<file path="config.mk">
export PLATFORM = sky130hd
export DESIGN_NAME = exe_stage
export DESIGN_NICKNAME = d
export VERILOG_FILES = /design/src/hdl/cpu_pkg.sv /design/src/hdl/alu.sv /design/src/hdl/exe_stage.sv /design/src/hdl/forward_unit.sv
export SDC_FILE = /design/constraint.sdc
export NUM_CORES = 1
export LEC_CHECK = 0
export ABC_CLOCK_PERIOD_IN_PS = 16550
export BUFFER_PORTS_ARGS = -buffer_cell sky130_fd_sc_hd__buf_2
export CELL_PAD_IN_SITES_DETAIL_PLACEMENT = 1
export CELL_PAD_IN_SITES_GLOBAL_PLACEMENT = 1
export CORE_ASPECT_RATIO = 1.1
export CORE_MARGIN = 4
export CORE_UTILIZATION = 46
export DETAILED_ROUTE_END_ITERATION = 10
export PLACE_DENSITY_LB_ADDON = 0.1
export REMOVE_ABC_BUFFERS = 1
export SYNTH_ARGS = -nofsm -noshare
export SYNTH_HDL_FRONTEND = slang
export SYNTH_HIERARCHICAL = 1
export SYNTH_SLANG_ARGS = --single-unit
</file>
<file path="constraint.sdc">
create_clock -name clk -period 16.55 [get_ports clk]
set_input_delay 4.1375 -clock clk [delete_from_list [all_inputs] [get_ports clk]]
set_output_delay 4.1375 -clock clk [all_outputs]
set_load 0.01 [all_outputs]
</file>
<file path="src/hdl/cpu_pkg.sv">
package cpu_pkg;

    localparam int unsigned data_w     = 32;
    localparam int unsigned reg_addr_w = 5;
    localparam int unsigned imm_w      = 16;

    // one-hot ALU operation with add in bit 0 and lui in bit 11
    typedef struct packed {
        logic lui;
        logic sra;
        logic srl;
        logic sll;
        logic op_xor;
        logic op_or;
        logic op_nor;
        logic op_and;
        logic sltu;
        logic slt;
        logic sub;
        logic add;
    } alu_op_t;

    // operand source picked by the forwarding unit
    typedef enum logic [1:0] {
        fwd_reg = 2'd0,
        fwd_mem = 2'd1,
        fwd_wb  = 2'd2
    } fwd_sel_t;

    typedef struct packed {
        alu_op_t                alu_op;
        logic                   load_op;
        logic                   src1_is_sa;
        logic                   src1_is_pc;
        logic                   src2_is_imm;
        logic                   src2_is_8;
        logic                   gr_we;
        logic                   mem_we;
        logic [reg_addr_w-1:0]  dest;
        logic [reg_addr_w-1:0]  rs_addr;
        logic [reg_addr_w-1:0]  rt_addr;
        logic [imm_w-1:0]       imm;
        logic [data_w-1:0]      rs_value;
        logic [data_w-1:0]      rt_value;
        logic [data_w-1:0]      pc;
    } ds_to_es_t;

    typedef struct packed {
        logic                   res_from_mem;
        logic                   gr_we;
        logic [reg_addr_w-1:0]  dest;
        logic [data_w-1:0]      alu_result;
        logic [data_w-1:0]      pc;
    } es_to_ms_t;

    typedef struct packed {
        logic                   gr_we;
        logic [reg_addr_w-1:0]  dest;
        logic [data_w-1:0]      final_result;
        logic [data_w-1:0]      pc;
    } ms_to_ws_t;

    typedef struct packed {
        logic                   rf_we;
        logic [reg_addr_w-1:0]  dest;
        logic [data_w-1:0]      wdata;
        logic [data_w-1:0]      pc;
    } wb_t;

    // one forwarding source as driven by the memory and writeback stages
    typedef struct packed {
        logic                   valid;
        logic                   gr_we;
        logic [reg_addr_w-1:0]  dest;
        logic [data_w-1:0]      value;
    } fwd_src_t;

endpackage

</file>
<file path="src/hdl/alu.sv">
`timescale 1ns/10ps

module alu (
    input  cpu_pkg::alu_op_t            alu_op,
    input  logic [cpu_pkg::data_w-1:0]  alu_src1,
    input  logic [cpu_pkg::data_w-1:0]  alu_src2,
    output logic [cpu_pkg::data_w-1:0]  alu_result
);
    import cpu_pkg::*;

    logic              adder_sub;
    logic [data_w-1:0] adder_b;
    logic [data_w-1:0] adder_sum;
    logic              adder_cout;
    logic              slt_bit;
    logic              sltu_bit;
    logic [data_w-1:0] sll_result;
    logic [data_w-1:0] srl_result;
    logic [data_w-1:0] sra_result;
    logic [data_w-1:0] lui_result;

    // one shared adder that subtracts by inverting src2 and carrying in
    assign adder_sub = alu_op.sub | alu_op.slt | alu_op.sltu;
    assign adder_b   = adder_sub ? ~alu_src2 : alu_src2;
    assign {adder_cout, adder_sum} = {1'b0, alu_src1} + {1'b0, adder_b}
                                   + {{data_w{1'b0}}, adder_sub};

    // signed compare from the sign bits and the difference
    assign slt_bit  = (alu_src1[data_w-1] & ~alu_src2[data_w-1])
                    | (~(alu_src1[data_w-1] ^ alu_src2[data_w-1]) & adder_sum[data_w-1]);
    // no carry out of the subtract means a borrow
    assign sltu_bit = ~adder_cout;

    // shift amount from src1 and value from src2
    assign sll_result = alu_src2 << alu_src1[4:0];
    assign srl_result = alu_src2 >> alu_src1[4:0];
    assign sra_result = $signed(alu_src2) >>> alu_src1[4:0];
    assign lui_result = {alu_src2[15:0], 16'b0};

    assign alu_result = ({data_w{alu_op.add | alu_op.sub}} & adder_sum)
                      | ({data_w{alu_op.slt}}  & {{(data_w-1){1'b0}}, slt_bit})
                      | ({data_w{alu_op.sltu}} & {{(data_w-1){1'b0}}, sltu_bit})
                      | ({data_w{alu_op.op_and}} & (alu_src1 & alu_src2))
                      | ({data_w{alu_op.op_nor}} & ~(alu_src1 | alu_src2))
                      | ({data_w{alu_op.op_or}}  & (alu_src1 | alu_src2))
                      | ({data_w{alu_op.op_xor}} & (alu_src1 ^ alu_src2))
                      | ({data_w{alu_op.sll}} & sll_result)
                      | ({data_w{alu_op.srl}} & srl_result)
                      | ({data_w{alu_op.sra}} & sra_result)
                      | ({data_w{alu_op.lui}} & lui_result);

endmodule

</file>
<file path="src/hdl/exe_stage.sv">
`timescale 1ns/10ps

module exe_stage (
    input  logic                           clk,
    input  logic                           reset,
    input  logic                           ds_to_es_valid,
    input  cpu_pkg::ds_to_es_t             ds_to_es_bus,
    input  cpu_pkg::fwd_src_t              ms_fwd,
    input  cpu_pkg::fwd_src_t              ws_fwd,
    output logic                           es_to_ms_valid,
    output cpu_pkg::es_to_ms_t             es_to_ms_bus,
    output logic                           data_sram_en,
    output logic                           data_sram_we,
    output logic [cpu_pkg::data_w-1:0]     data_sram_addr,
    output logic [cpu_pkg::data_w-1:0]     data_sram_wdata
);
    import cpu_pkg::*;

    logic              es_valid;
    ds_to_es_t         es_bus_r;
    fwd_sel_t          src1_sel;
    fwd_sel_t          src2_sel;
    logic [data_w-1:0] rs_fwd_value;
    logic [data_w-1:0] rt_fwd_value;
    logic [data_w-1:0] alu_src1;
    logic [data_w-1:0] alu_src2;
    logic [data_w-1:0] alu_result;

    always_ff @(posedge clk) begin
        if (reset) begin
            es_valid <= 1'b0;
        end else begin
            es_valid <= ds_to_es_valid;
        end
    end

    // instruction payload qualified by es_valid
    always_ff @(posedge clk) begin
        if (ds_to_es_valid) begin
            es_bus_r <= ds_to_es_bus;
        end
    end

    forward_unit u_forward_unit (
        .rs_addr  (es_bus_r.rs_addr),
        .rt_addr  (es_bus_r.rt_addr),
        .ms_fwd   (ms_fwd),
        .ws_fwd   (ws_fwd),
        .src1_sel (src1_sel),
        .src2_sel (src2_sel)
    );

    // register values patched with in-flight results
    assign rs_fwd_value = (src1_sel == fwd_mem) ? ms_fwd.value :
                          (src1_sel == fwd_wb)  ? ws_fwd.value :
                                                  es_bus_r.rs_value;
    assign rt_fwd_value = (src2_sel == fwd_mem) ? ms_fwd.value :
                          (src2_sel == fwd_wb)  ? ws_fwd.value :
                                                  es_bus_r.rt_value;

    // shift amount lives in imm[10:6]
    assign alu_src1 = es_bus_r.src1_is_sa ? {27'b0, es_bus_r.imm[10:6]} :
                      es_bus_r.src1_is_pc ? es_bus_r.pc :
                                            rs_fwd_value;
    assign alu_src2 = es_bus_r.src2_is_imm ? {{16{es_bus_r.imm[15]}}, es_bus_r.imm} :
                      es_bus_r.src2_is_8   ? 32'd8 :
                                             rt_fwd_value;

    alu u_alu (
        .alu_op     (es_bus_r.alu_op),
        .alu_src1   (alu_src1),
        .alu_src2   (alu_src2),
        .alu_result (alu_result)
    );

    // store data also goes through forwarding
    assign data_sram_en    = es_valid;
    assign data_sram_we    = es_valid & es_bus_r.mem_we;
    assign data_sram_addr  = alu_result;
    assign data_sram_wdata = rt_fwd_value;

    assign es_to_ms_valid = es_valid;
    assign es_to_ms_bus   = '{res_from_mem: es_bus_r.load_op,
                              gr_we:        es_bus_r.gr_we,
                              dest:         es_bus_r.dest,
                              alu_result:   alu_result,
                              pc:           es_bus_r.pc};

endmodule

</file>
<file path="src/hdl/forward_unit.sv">
`timescale 1ns/10ps

module forward_unit (
    input  logic [cpu_pkg::reg_addr_w-1:0] rs_addr,
    input  logic [cpu_pkg::reg_addr_w-1:0] rt_addr,
    input  cpu_pkg::fwd_src_t              ms_fwd,
    input  cpu_pkg::fwd_src_t              ws_fwd,
    output cpu_pkg::fwd_sel_t              src1_sel,
    output cpu_pkg::fwd_sel_t              src2_sel
);
    import cpu_pkg::*;

    // a stage can supply src if it writes a nonzero register equal to src
    function automatic logic hits(input fwd_src_t fwd, input logic [reg_addr_w-1:0] src);
        return fwd.valid && fwd.gr_we && (fwd.dest != '0) && (fwd.dest == src);
    endfunction

    // memory is the younger result, so it has priority over writeback
    function automatic fwd_sel_t pick(input logic [reg_addr_w-1:0] src,
                                      input fwd_src_t ms,
                                      input fwd_src_t ws);
        fwd_sel_t sel;
        sel = fwd_reg;
        if (hits(ms, src)) begin
            sel = fwd_mem;
        end else if (hits(ws, src)) begin
            sel = fwd_wb;
        end
        return sel;
    endfunction

    assign src1_sel = pick(rs_addr, ms_fwd, ws_fwd);
    assign src2_sel = pick(rt_addr, ms_fwd, ws_fwd);

endmodule

</file>
==> results, run 1 <==
- The setup violation total in the final timing report is 0.
- On the final layout, the worst hold slack is 3.847 ns.
- Entering global routing, the biggest net connects 78 pins.
- After layout, the worst setup slack is 1.755 ns.
- The tree is rooted in a sky130_fd_sc_hd__clkbuf_16.
- Cells fill 53.60% of the core in the end.
- Timing analysis after detailed placement gives a worst setup slack of 1.979 ns.
- After detailed routing, the total wire length is 70170 um.
- The number of clock sinks seen by CTS is 147.
- Counting every instance in the synthesized netlist gives 1638.
- The total of fill cells in the finished design is 3894.
- Summing over every cut layer, the via total after detailed routing is 15321.
- TritonCTS built the clock tree.
- The wire length of the first global-routing pass is 103500 um.
- Measured along the y axis, the die boundary spans 201.2 um.
- Yosys printed 6 warnings.
- After floorplanning, the core was sized to cover 33370 sq um.
- The final-stage net count is 2211.
- The post-cts sizing count is 0.
- Global routing used 47.03% of the available met1 tracks.
- In the routed layout, each cell is associated on average with a via count of 6.570.
- The type of the most critical hold path is input pin to register.
- The number of ports placed on the die boundary is 365.
- On the critical path, the stage with the largest delay is an instance of sky130_fd_sc_hd__xor2_4.
- For this configuration, the core starts out at a cell density of 46.76%.
- The endpoint arrival time on the critical path is 10.66 ns.
- By area the synthesized netlist is led by sky130_fd_sc_hd__edfxtp_1 28%, sky130_fd_sc_hd__mux2i_1 10%, sky130_fd_sc_hd__ha_1 8.1%.
- The hold violation count in the final report is 0.
- A synthesized cell averages 9.525 sq um.
- Summed over all layers, the global routing overflow is 0.
- The largest single stage delay on the critical path is 0.88 ns.
- The count of unique library cells instantiated by Yosys is 93.
- The most area-hungry cell type in the Yosys netlist is sky130_fd_sc_hd__edfxtp_1.
- The worst pin sits at a relative slew slack of 26.96%.
- The global routing met3 resource utilization is 10.81%.
- The via count of the first global-routing pass is 16164.
- For this design the static power due to leakage is 7.276 nW.
- The post-layout total power is 0.001825 W.
- The initial antenna violation count is 4.
- The half-perimeter wire length after detailed placement is 52900 um.
- The number of optimization iterations in the first detailed-route pass is 7.
- The all-layer global routing usage is 37.16%.
- Cells with a size suffix above 1 make up 30.50% of the layout.
- The area fraction of the dominant cell type after synthesis is 28.10%.
- The routability congestion estimate is 1.038.
- In the routed design, unresolved DRC markers number 0.
- The critical path is of the input pin to primary output type.
- The total of buffers placed on input and output ports is 364.
- The longest clock path from root to sink contains 2 buffers.
- The cell seen most often among critical-path stages is sky130_fd_sc_hd__buf_4.
- The max-capacitance violation count is 0.
- The most used routing layer in global routing is met2.
- The total die area is 36930 sq um.
- Counting flops with a built-in enable in the synthesized netlist gives 146.
- Global routing consumed, on the met2 layer, 59.26% of the routing resources.
- The flow ran to the end, and the final reports show no timing, DRC or antenna violations.
- In this run, the number of DRC markers left after iteration 0 of detailed routing was 1545.
- The remaining number of nets flagged by the antenna check after routing is 0.
- The peak clock frequency supported by timing is 67.59 MHz.
- The count of pins over their slew limit was 0.
- The highest ir drop seen on vdd is 0.09098 mV.
- The post-synthesis register bit count is 147.
- The post-CTS setup repair buffer count is 0.
- The clock period could shrink to 14.80 ns.
- Setup repair after global routing left no endpoint under its margin.
- Measured along the x axis, the die boundary spans 183.6 um.
- After floorplanning, the core was divided into 70 placement rows.
- By instance count, the leading cell after synthesis is sky130_fd_sc_hd__nor2_1.
- Buffers inserted to repair hold after CTS numbered 0.
- After routing the design area is 17880 sq um.
- In this run the number of H-tree levels came out at 4.
- The area of the mapped netlist is 15600 sq um.
- For the pin with the worst max-slew slack, the measured transition is 1.094 ns.
- The ratio of total power to cell area is 102.0 nW/um^2.
- After detailed placement, the total cell area comes to 17280 sq um.
- The register area share after synthesis is 28.23%.
- Clock-pin slew was measured on the worst setup and hold paths at 0.08 ns.
- The required time of the critical path is 12.41 ns.
- In the finished design, the share of the clock period the worst path needs comes to 89.40%.
- The largest driver fanout on the critical path is 32.
- The fraction of registers with async set or reset after synthesis is 0%.
- The commonest cells after synthesis are 176 x sky130_fd_sc_hd__nor2_1, 163 x sky130_fd_sc_hd__mux2i_1, 146 x sky130_fd_sc_hd__edfxtp_1.
- From synthesis to final layout, the design area changed by 14.63%.
- Dividing the detail-routed wire length by the instance count gives 30.09 um.
- The most used flip-flop cell after synthesis is sky130_fd_sc_hd__edfxtp_1.
- The number of buffers created by CTS is 17.
- The nature of the critical path startpoint is an input pin.
- The critical path capture point type is a primary output.
- The critical path goes through buf_2, or4_1, o211ai_2, nor4_1, buf_4, nor3_1, xor2_4, nor2_1, o31ai_2, buf_4, nor4_4, or2_2, fa_1, nor2b_2, o2111ai_1, a311oi_1, buf_4, a211oi_1, and3_1, o21ai_0, o311ai_0, buf_2.
## cell families (layout without fill, tap and decap cells)
| family | count (synthesis) | in the layout | synth area share (%) |
|---|---|---|---|
| buf+inv | 282 | 539 | 10.20 |
| xor+xnor | 72 | 72 | 4.090 |
| flops | 147 | 147 | 28.23 |
| mux | 230 | 230 | 18.76 |
| compound gates | 421 | 421 | 19.33 |
| other cells | 0 | 5 | 0 |
| simple gates | 384 | 384 | 11.17 |
| fa+ha+maj | 102 | 102 | 8.228 |
## routing by layer
metal	vias up	routed length, um
li1	6599	-
met1	7645	26950
met2	901	32780
met3	176	7127
met4	0	3318
met5	-	0
## layout make-up
class	count	area [sq um]	area share [%]
Antenna cell	5	12.51	0.06996
Multi-Input combinational cell	1209	9727	54.39
Sequential cell	147	4404	24.63
Tap cell	432	540.5	3.022
Clock inverter	15	162.7	0.9095
Inverter	77	289.0	1.616
Timing Repair Buffer	430	2323	12.99
Clock buffer	17	425.4	2.379
## cells in the final DEF, fill, tap and decap left out, types with 35 or more instances in the layout
cell                       Yosys  routed
sky130_fd_sc_hd__buf_4        79      66
sky130_fd_sc_hd__xnor2_1      52      52
sky130_fd_sc_hd__ha_1        101     101
sky130_fd_sc_hd__buf_2        28     363
sky130_fd_sc_hd__o22ai_1      41      41
sky130_fd_sc_hd__nand3_1      35      35
sky130_fd_sc_hd__edfxtp_1    146     146
sky130_fd_sc_hd__nand2_1      85      85
sky130_fd_sc_hd__inv_1        74      74
sky130_fd_sc_hd__nor2_1      176     174
sky130_fd_sc_hd__o21ai_0      67      67
sky130_fd_sc_hd__mux2i_1     163     163
sky130_fd_sc_hd__mux4_2       40      40
sky130_fd_sc_hd__a21oi_1      75      75
## final timing paths
check / slack [ns] / cells after the start / endpoint / start
worst max-delay path: 1.75 / 22 / data_sram_addr[20] / ms_fwd[35]
worst min-delay path: 3.85 / 1 / es_bus_r[107]$_DFFE_PP_ / ds_to_es_bus[107]
## registers in the layout, summed over array words and instances, names as in the netlist
signal and cells:
data_sram_en 1, es_bus_r 107, es_to_ms_bus 39
## report_power, final
group          leakage (nW)  internal, W  switching, W
combinational          5.55     0.000348      0.000610
sequential             1.44     0.000443     0.0000220
clock                 0.293     0.000214      0.000188
## per-stage QoR
step	TNS (ns)	instances
after detailed placement	0	2295
after global placement	0	2295
final	0	2332
after CTS	0	2327
after global routing	0	2331
after floorplan	-653.69	1433
## critical path, delay by kind of cell
| family | cells | cell delay (ns) |
|---|---|---|
| AO/OA/AOI/OAI | 7 | 1.92 |
| buffers and inverters | 5 | 1.00 |
| AND/OR/NAND/NOR | 8 | 2.24 |
| XOR/XNOR | 1 | 0.88 |
| adder cells (fa/ha/maj) | 1 | 0.44 |
Power figures use the tool's default switching activity.
==> run 2: changes to the inputs <==
--- a/config.mk
+++ b/config.mk
@@ -5,13 +5,14 @@
 export SDC_FILE = /design/constraint.sdc
 export NUM_CORES = 1
 export LEC_CHECK = 0
+export ABC_AREA = 1
 export ABC_CLOCK_PERIOD_IN_PS = 16550
 export BUFFER_PORTS_ARGS = -buffer_cell sky130_fd_sc_hd__buf_2
 export CELL_PAD_IN_SITES_DETAIL_PLACEMENT = 1
 export CELL_PAD_IN_SITES_GLOBAL_PLACEMENT = 1
 export CORE_ASPECT_RATIO = 1.1
 export CORE_MARGIN = 4
-export CORE_UTILIZATION = 46
+export CORE_UTILIZATION = 42
 export DETAILED_ROUTE_END_ITERATION = 10
 export PLACE_DENSITY_LB_ADDON = 0.1
 export REMOVE_ABC_BUFFERS = 1
==> run 2 against run 1 <==
  * Sequential power barely moved
  * Critical endpoint is now data_sram_addr[16]
  * Utilization fell by 5.1 points
  * Worst setup slack improved by 0.47 ns
  * Worst hold slack got worse by 0.018 ns
  * Largest power group unchanged
  * Global-route usage rose by 2.1 points
  * Critical path depth rose by 2
  * Largest cell class unchanged
==> results, run 2 <==
- Result of the run: finished, final reports clean (unchanged).
- The worst hold slack across all endpoints is 3.830 ns (was 3.847 ns).
- The buffer and inverter count on the worst path came to 6 (was 5).
- The remaining global-route overflow was 0 (unchanged).
- The total via count after detailed routing is 18577 (was 15321).
- The required time of the critical path came to 12.41 ns (about the same).
- The effective utilization at floorplan was 42.87% (was 46.76%).
- The number of core rows is 74 (was 70).
- The total die area is 41470 sq um (was 36930 sq um).
- The flip-flop count of the largest register, all copies and words added is 107 (unchanged).
- The most area-hungry cell type in the Yosys netlist is sky130_fd_sc_hd__edfxtp_1 (unchanged).
- The count of unresolved DRC violations after routing is 0 (unchanged).
- The type of the most critical hold path is input pin to register (unchanged).
- The fraction of final layout cells sized beyond drive strength 1 is 19.12% (was 30.50%).
- The slew at the pin closest to its max-slew limit is 1.377 ns (was 1.094 ns).
- The register ranked first by flip-flop count is es_bus_r (unchanged).
- The largest driver fanout on the critical path is 65 (was 32).
- Ranking of synthesized cells by instance count: 679 x sky130_fd_sc_hd__nand2_1, 288 x sky130_fd_sc_hd__nand3_1, 255 x sky130_fd_sc_hd__inv_1 (was 176 x sky130_fd_sc_hd__nor2_1, 163 x sky130_fd_sc_hd__mux2i_1, 146 x sky130_fd_sc_hd__edfxtp_1).
- The final period utilization is 86.56% (was 89.40%).
- The clock slew at the register clock pins of the worst setup and hold paths is 0.07 ns (was 0.08 ns).
- The final-stage net count is 2947 (was 2211).
- The library cell with the highest instance count after synthesis is sky130_fd_sc_hd__nand2_1 (was sky130_fd_sc_hd__nor2_1).
- The setup violation total in the final timing report is 0 (unchanged).
- The pin count of the biggest net entering global routing is 76 (was 78).
- The number of clock sinks seen by CTS is 147 (unchanged).
- The leakage power is 8.839 nW (was 7.276 nW).
- The maximum single-stage delay on the critical path is 0.70 ns (was 0.88 ns).
- The number of synthesis warnings is 6 (unchanged).
- Cell types with the largest area share after synthesis: sky130_fd_sc_hd__edfxtp_1 27%, sky130_fd_sc_hd__nand2_1 16%, sky130_fd_sc_hd__nand3_1 9.0% (was sky130_fd_sc_hd__edfxtp_1 28%, sky130_fd_sc_hd__mux2i_1 10%, sky130_fd_sc_hd__ha_1 8.1%).
- The count of unique library cells instantiated by Yosys is 56 (was 93).
- The via count of the first global-routing pass came to 18988 (was 16164).
- The register area share after synthesis is 27.40% (was 28.23%).
- The critical path capture point type is a primary output (unchanged).
- The worst slew margin relative to its limit came to 7.841% (was 26.96%).
- The max-capacitance violation count is 0 (unchanged).
- The area growth from synthesis to final layout was 13.23% (was 14.63%).
- The most common cell after layout, fill and taps aside was sky130_fd_sc_hd__nand2_1 (was sky130_fd_sc_hd__buf_2).
- The cell seen most often among critical-path stages is sky130_fd_sc_hd__nand2_1 (was sky130_fd_sc_hd__buf_4).
- The first element of the critical path is ms_fwd[34] (was ms_fwd[35]).
- The wire length of the first global-routing pass is 122500 um (was 103500 um).
- The setup TNS is 0 ns (unchanged).
- The area fraction of the dominant cell type after synthesis is 27.27% (was 28.10%).
- The count of hold-fix buffers inserted at cts is 0 (unchanged).
- The number of buffers created by CTS is 17 (unchanged).
- The half-perimeter wire length after detailed placement is 66510 um (was 52900 um).
- The peak clock frequency supported by timing is 69.81 MHz (was 67.59 MHz).
- The maximum clock path buffer count is 2 (unchanged).
- The CTS tree is done (unchanged).
- The all-layer global routing usage was 39.26% (was 37.16%).
- The number of design-rule violations left by the first detailed-router iteration is 1914 (was 1545).
- The synthesized area per cell is 6.686 sq um (was 9.525 sq um).
- The kind of critical path was input pin to primary output (unchanged).
- The fraction of registers with async set or reset after synthesis is 0% (unchanged).
- RSZ-0062 raised after global routing: false (unchanged).
- The hold violation count in the final report is 0 (unchanged).
- The final critical delay including setup and external delays is 14.32 ns (was 14.80 ns).
- The endpoint arrival time on the critical path came to 10.19 ns (was 10.66 ns).
- The initial antenna violation count is 16 (was 4).
- The leading register cell type out of synthesis is sky130_fd_sc_hd__edfxtp_1 (unchanged).
- The utilization after layout is 48.54% (was 53.60%).
- The count of pins over their slew limit is 0 (unchanged).
- The number of vias per cell after detailed routing came to 5.920 (was 6.570).
- The H-tree level count is 4 (unchanged).
- The chip height was 213.2 um (was 201.2 um).
- The number of standard cells after synthesis is 2404 (was 1638).
- The ratio of total power to cell area was 101.0 nW/um^2 (was 102.0 nW/um^2).
- The post-CTS setup repair buffer count came to 0 (unchanged).
- The total routed wirelength is 84080 um (was 70170 um).
- The routability congestion estimate came to 1.024 (was 1.038).
- The post-synthesis register bit count is 147 (unchanged).
- The nature of the critical path startpoint is an input pin (unchanged).
- The number of optimization iterations in the first detailed-route pass came to 5 (was 7).
- Commonest cells after routing, fill and taps aside: 676 x sky130_fd_sc_hd__nand2_1, 363 x sky130_fd_sc_hd__buf_2, 288 x sky130_fd_sc_hd__nand3_1, 255 x sky130_fd_sc_hd__inv_1, 146 x sky130_fd_sc_hd__edfxtp_1 (was 363 x sky130_fd_sc_hd__buf_2, 174 x sky130_fd_sc_hd__nor2_1, 163 x sky130_fd_sc_hd__mux2i_1, 146 x sky130_fd_sc_hd__edfxtp_1, 101 x sky130_fd_sc_hd__ha_1).
- CP cell instances: buf_2, inv_2, nand2_1, nand2_1, nor2_1, nand3_1, nor2_4, nor2_1, inv_2, nand2_4, nand3_1, nand2_1, nand2_1, nand2_1, buf_4, inv_6, fa_1, o21ai_0, a21oi_1, o21bai_1, or2_2, nand3_1, nand3b_1, buf_2 (was buf_2, or4_1, o211ai_2, nor4_1, buf_4, nor3_1, xor2_4, nor2_1, o31ai_2, buf_4, nor4_4, or2_2, fa_1, nor2b_2, o2111ai_1, a311oi_1, buf_4, a211oi_1, and3_1, o21ai_0, o311ai_0, buf_2).
- The area of the mapped netlist is 16070 sq um (was 15600 sq um).
- The post-cts sizing count is 0 (unchanged).
- The number of ports placed on the die boundary was 365 (unchanged).
- The post-layout total power was 0.001839 W (was 0.001825 W).
- The total of buffers placed on input and output ports is 364 (unchanged).
- The standard cell with the maximum stage delay on the critical path is sky130_fd_sc_hd__o21ai_0 (was sky130_fd_sc_hd__xor2_4).
- The remaining number of nets flagged by the antenna check after routing is 0 (unchanged).
- The die width is 194.5 um (was 183.6 um).
- The CTS root buffer is sky130_fd_sc_hd__clkbuf_16 (unchanged).
- The average routed wire per standard cell is 26.79 um (was 30.09 um).
- The beginning of the worst hold path is reset (was ds_to_es_bus[107]).
- The highest ir drop seen on vdd is 0.1293 mV (was 0.09098 mV).
- The core area came to 37500 sq um (was 33370 sq um).
- The family with the most delay on the worst path is simple AND/OR/NAND/NOR gates (unchanged).
- The number of flops mapped to enable cells by yosys is 146 (unchanged).
==> run 2: final cells by class <==
| class | count | area, sq um |
|---|---|---|
| multi-input cells | 1782 | 9427 |
| repair buffers | 393 | 2046 |
| well taps | 494 | 618.1 |
| flip-flops and latches | 147 | 4404 |
| clock inverters | 15 | 203.9 |
| fillers | 5027 | 19300 |
| clock buffers | 17 | 425.4 |
| inverters | 277 | 1045 |
| diodes | 13 | 32.53 |
==> run 2: power breakdown <==
group | leakage [nW] | switching (W) | internal (W) | total (W)
registers | 1.44 | 0.0000193 | 0.000443 | 0.000463
logic | 7.10 | 0.000667 | 0.000283 | 0.000951
clock network | 0.305 | 0.000172 | 0.000254 | 0.000425
==> run 2: worst paths after layout <==
kind,to,slack (ns),cells after the start
hold / removal,data_sram_en$_SDFF_PP0_,3.83,2
setup / recovery,data_sram_addr[16],2.23,24
==> run 2: kinds of logic after synthesis <==
family | synth area share, %
AOI/OAI and AO/OA | 16.31
xor gates and xnor gates | 2.180
adders and majority gates | 7.986
buffers and inverters | 14.11
DFF | 27.40
muxes | 1.183
and+or+nand+nor | 30.83
==> run 2: metrics by stage <==
stage	cells	area, sq um	setup WS (ns)
2_1_floorplan	2206	14850	1.785
3_3_place_gp	3093	17540	2.567
3_5_place_dp	3093	17540	2.447
4_1_cts	3125	18170	2.398
5_1_grt	3135	18190	2.107
6_report	3138	18200	2.225
==> run 2: per-layer routing <==
layer	share of wire, %	global-route usage, %	wire length (um)
met1	38	47.00	31680
met2	46	64.38	38990
met3	8.5	8.490	7126
met4	7.4	25.10	6238
met5	0.045	0	38
==> run 3: changes to the inputs <==
--- a/config.mk
+++ b/config.mk
@@ -8,13 +8,12 @@
 export ABC_AREA = 1
 export ABC_CLOCK_PERIOD_IN_PS = 16550
 export BUFFER_PORTS_ARGS = -buffer_cell sky130_fd_sc_hd__buf_2
-export CELL_PAD_IN_SITES_DETAIL_PLACEMENT = 1
-export CELL_PAD_IN_SITES_GLOBAL_PLACEMENT = 1
 export CORE_ASPECT_RATIO = 1.1
 export CORE_MARGIN = 4
-export CORE_UTILIZATION = 42
+export CORE_UTILIZATION = 50
 export DETAILED_ROUTE_END_ITERATION = 10
-export PLACE_DENSITY_LB_ADDON = 0.1
+export MAX_ROUTING_LAYER = met4
+export PLACE_DENSITY = 0.75
 export REMOVE_ABC_BUFFERS = 1
 export SYNTH_ARGS = -nofsm -noshare
 export SYNTH_HDL_FRONTEND = slang
==> run 3 against run 2 <==
  * Sequential cell count is the same
  * Count of clock-buffer cells in the layout unchanged
  * Sequential share of layout area increased by 0.19 points
  * Non-clock buffer count rose by 1
  * Sequential power about the same
  * Total power down 3.0%
  * Final area fell by 0.78%
  * Die area down 15%
  * Combinational power decreased by 1%
  * Utilization rose by 8.7 points
  * Global-route usage increased by 2.8 points
  * Maximum frequency shrank 1.1%
  * Critical endpoint is now data_sram_addr[0]
  * Largest power group unchanged
==> results, run 3 (synthesized netlist as in run 2, its figures left out) <==
- Result of the run: finished, final reports clean (unchanged).
- The CTS root buffer was sky130_fd_sc_hd__clkbuf_16 (unchanged).
- The most common cell after layout, fill and taps aside is sky130_fd_sc_hd__nand2_1 (unchanged).
- The number of vias per cell after detailed routing was 6.055 (was 5.920).
- The beginning of the worst hold path was reset (unchanged).
- The total of fill cells in the finished design was 3111 (was 5027).
- The all-layer global routing usage is 42.07% (was 39.26%).
- The final-stage net count is 2948 (was 2947).
- The post-CTS setup repair buffer count is 0 (unchanged).
- The post-layout instance area is 18060 sq um (was 18200 sq um).
- The number of ports placed on the die boundary is 365 (unchanged).
- The max-capacitance violation count is 0 (unchanged).
- The chip height is 196.1 um (was 213.2 um).
- The number of buffers created by CTS came to 17 (unchanged).
- The average routed wire per standard cell is 23.92 um (was 26.79 um).
- The count of unresolved DRC violations after routing is 0 (unchanged).
- The worst slew margin relative to its limit is 14.46% (was 7.841%).
- The utilization after layout came to 57.21% (was 48.54%).
- The kind of critical path is input pin to primary output (unchanged).
- The count of pins over their slew limit is 0 (unchanged).
- The number of design-rule violations left by the first detailed-router iteration is 2537 (was 1914).
- The total of buffers placed on input and output ports is 364 (unchanged).
- The remaining number of nets flagged by the antenna check after routing is 0 (unchanged).
- The peak clock frequency supported by timing was 69.01 MHz (was 69.81 MHz).
- The total routed wirelength is 73300 um (was 84080 um).
- RSZ-0062 raised after global routing: false (unchanged).
- The number of optimization iterations in the first detailed-route pass was 9 (was 5).
- The register ranked first by flip-flop count is es_bus_r (unchanged).
- The cell area after placement is 17460 sq um (was 17540 sq um).
- The count of hold-fix buffers inserted at cts is 0 (unchanged).
- The routability congestion estimate is 1.127 (was 1.024).
- The final period utilization was 87.56% (was 86.56%).
- The wire length of the first global-routing pass is 107900 um (was 122500 um).
- The endpoint arrival time on the critical path was 10.35 ns (was 10.19 ns).
- The half-perimeter wire length after detailed placement is 57220 um (was 66510 um).
- The setup TNS is 0 ns (unchanged).
- The remaining global-route overflow is 0 (unchanged).
- The H-tree level count is 4 (unchanged).
- The post-place setup slack is 2.487 ns (was 2.447 ns).
- The number of cells traversed by the worst hold path is 2 (unchanged).
- The nature of the critical path startpoint is an input pin (unchanged).
- The area growth from synthesis to final layout was 12.35% (was 13.23%).
- The type of the most critical hold path is input pin to register (unchanged).
- The flip-flop count of the largest register, all copies and words added came to 107 (unchanged).
- The highest ir drop seen on vdd is 0.08347 mV (was 0.1293 mV).
- The clock slew at the register clock pins of the worst setup and hold paths came to 0.07 ns (about the same).
- The core area is 31570 sq um (was 37500 sq um).
- The number of core rows is 68 (was 74).
- The slew at the pin closest to its max-slew limit is 1.270 ns (was 1.377 ns).
- The fraction of final layout cells sized beyond drive strength 1 is 19.22% (was 19.12%).
- The leakage power is 8.816 nW (was 8.839 nW).
- The area of combinational cells with multiple inputs is 9432 sq um (was 9427 sq um).
- The post-cts sizing count is 0 (unchanged).
- The maximum clock path buffer count is 2 (unchanged).
- The effective utilization at floorplan was 50.92% (was 42.87%).
- The setup violation total in the final timing report came to 0 (unchanged).
- The number of clock sinks seen by CTS is 147 (unchanged).
- The required time of the critical path is 12.41 ns (about the same).
- The combined flip-flop and latch cell area is 4404 sq um (unchanged).
- The largest driver fanout on the critical path is 66 (was 65).
- The capture endpoint of the worst hold path is data_sram_en$_SDFF_PP0_ (unchanged).
- The via count of the first global-routing pass came to 17670 (was 18988).
- The pin count of the biggest net entering global routing is 83 (was 76).
- The initial antenna violation count is 12 (was 16).
- The hold violation count in the final report is 0 (unchanged).
- The die width came to 179.0 um (was 194.5 um).
- Commonest cells after routing, fill and taps aside: 676 x sky130_fd_sc_hd__nand2_1, 363 x sky130_fd_sc_hd__buf_2, 288 x sky130_fd_sc_hd__nand3_1, 255 x sky130_fd_sc_hd__inv_1, 146 x sky130_fd_sc_hd__edfxtp_1 (unchanged).
- The total die area is 35080 sq um (was 41470 sq um).
- The total via count after detailed routing is 18560 (was 18577).
- The critical path capture point type is a primary output (unchanged).
- The CTS tree is done (unchanged).
- The ratio of total power to cell area was 98.78 nW/um^2 (was 101.0 nW/um^2).
- The final critical delay including setup and external delays came to 14.49 ns (was 14.32 ns).
- The setup slack after layout is 2.059 ns (was 2.225 ns).
-- run 3: report_power, final --
group	internal, W	switching, W	leakage (nW)	total [W]
sequential	0.000443	0.0000168	1.44	0.000460
combinational	0.000283	0.000656	7.10	0.000939
clock	0.000200	0.000186	0.277	0.000386
-- run 3: worst max-delay path by stage --
stage	startpoint	end	slack, ns	depth (start not counted)
after floorplan	ms_fwd[35]	data_sram_addr[24]	1.79	25
after global placement	ms_fwd[36]	data_sram_addr[24]	2.63	27
after detailed placement	ms_fwd[36]	data_sram_addr[16]	2.49	23
after CTS	ms_fwd[36]	data_sram_addr[16]	2.44	25
after global routing	ms_fwd[36]	data_sram_addr[0]	1.40	26
final	ms_fwd[33]	data_sram_addr[0]	2.06	26
-- run 3: final cells by class --
| class | count | share of cell area, % |
|---|---|---|
| inverter | 277 | 5.785 |
| timing repair buffer | 394 | 11.37 |
| multi-input combinational | 1782 | 52.23 |
| tap | 420 | 2.910 |
| sequential | 147 | 24.39 |
| antenna | 13 | 0.1801 |
| clock inverter | 15 | 0.7829 |
| clock buffer | 17 | 2.356 |
-- run 3: metal layers --
layer  part of all wire [%]  track usage, %
met5                      0               -
met4                    7.4           25.56
met3                     12           9.809
met2                     44           62.23
met1                     37           51.98
-- run 3: worst max-delay path, stage by stage --
cell and delay (ns):
sky130_fd_sc_hd__buf_2 0.11, sky130_fd_sc_hd__inv_1 0.09, sky130_fd_sc_hd__nand4_1 0.10, sky130_fd_sc_hd__nand3_1 0.19, sky130_fd_sc_hd__nor2_4 0.06, sky130_fd_sc_hd__buf_4 0.26
sky130_fd_sc_hd__nor2_1 0.49, sky130_fd_sc_hd__inv_2 0.42, sky130_fd_sc_hd__nand2_4 0.44, sky130_fd_sc_hd__nand3_1 0.13, sky130_fd_sc_hd__nand2_1 0.08, sky130_fd_sc_hd__nand2_1 0.06
sky130_fd_sc_hd__nand2_2 0.05, sky130_fd_sc_hd__buf_4 0.61, sky130_fd_sc_hd__inv_1 0.13, sky130_fd_sc_hd__nand2_1 0.14, sky130_fd_sc_hd__nand2_1 0.11, sky130_fd_sc_hd__fa_1 0.48
sky130_fd_sc_hd__o21ai_0 1.02, sky130_fd_sc_hd__a21oi_1 0.21, sky130_fd_sc_hd__o21bai_1 0.36, sky130_fd_sc_hd__nand2_1 0.08, sky130_fd_sc_hd__nand3_1 0.08, sky130_fd_sc_hd__nor2b_1 0.14
sky130_fd_sc_hd__nand2_1 0.14, sky130_fd_sc_hd__buf_2 0.17
-- run 3: metrics by stage --
stage	hold WS, ns	power, W	std cells
after global placement	4.296	0.001359	3020
final	3.838	0.001784	3065
after detailed placement	4.297	0.001364	3020
after floorplan	4.209	0.001001	2206
after global routing	3.846	0.001874	3065
after CTS	3.811	0.001751	3052
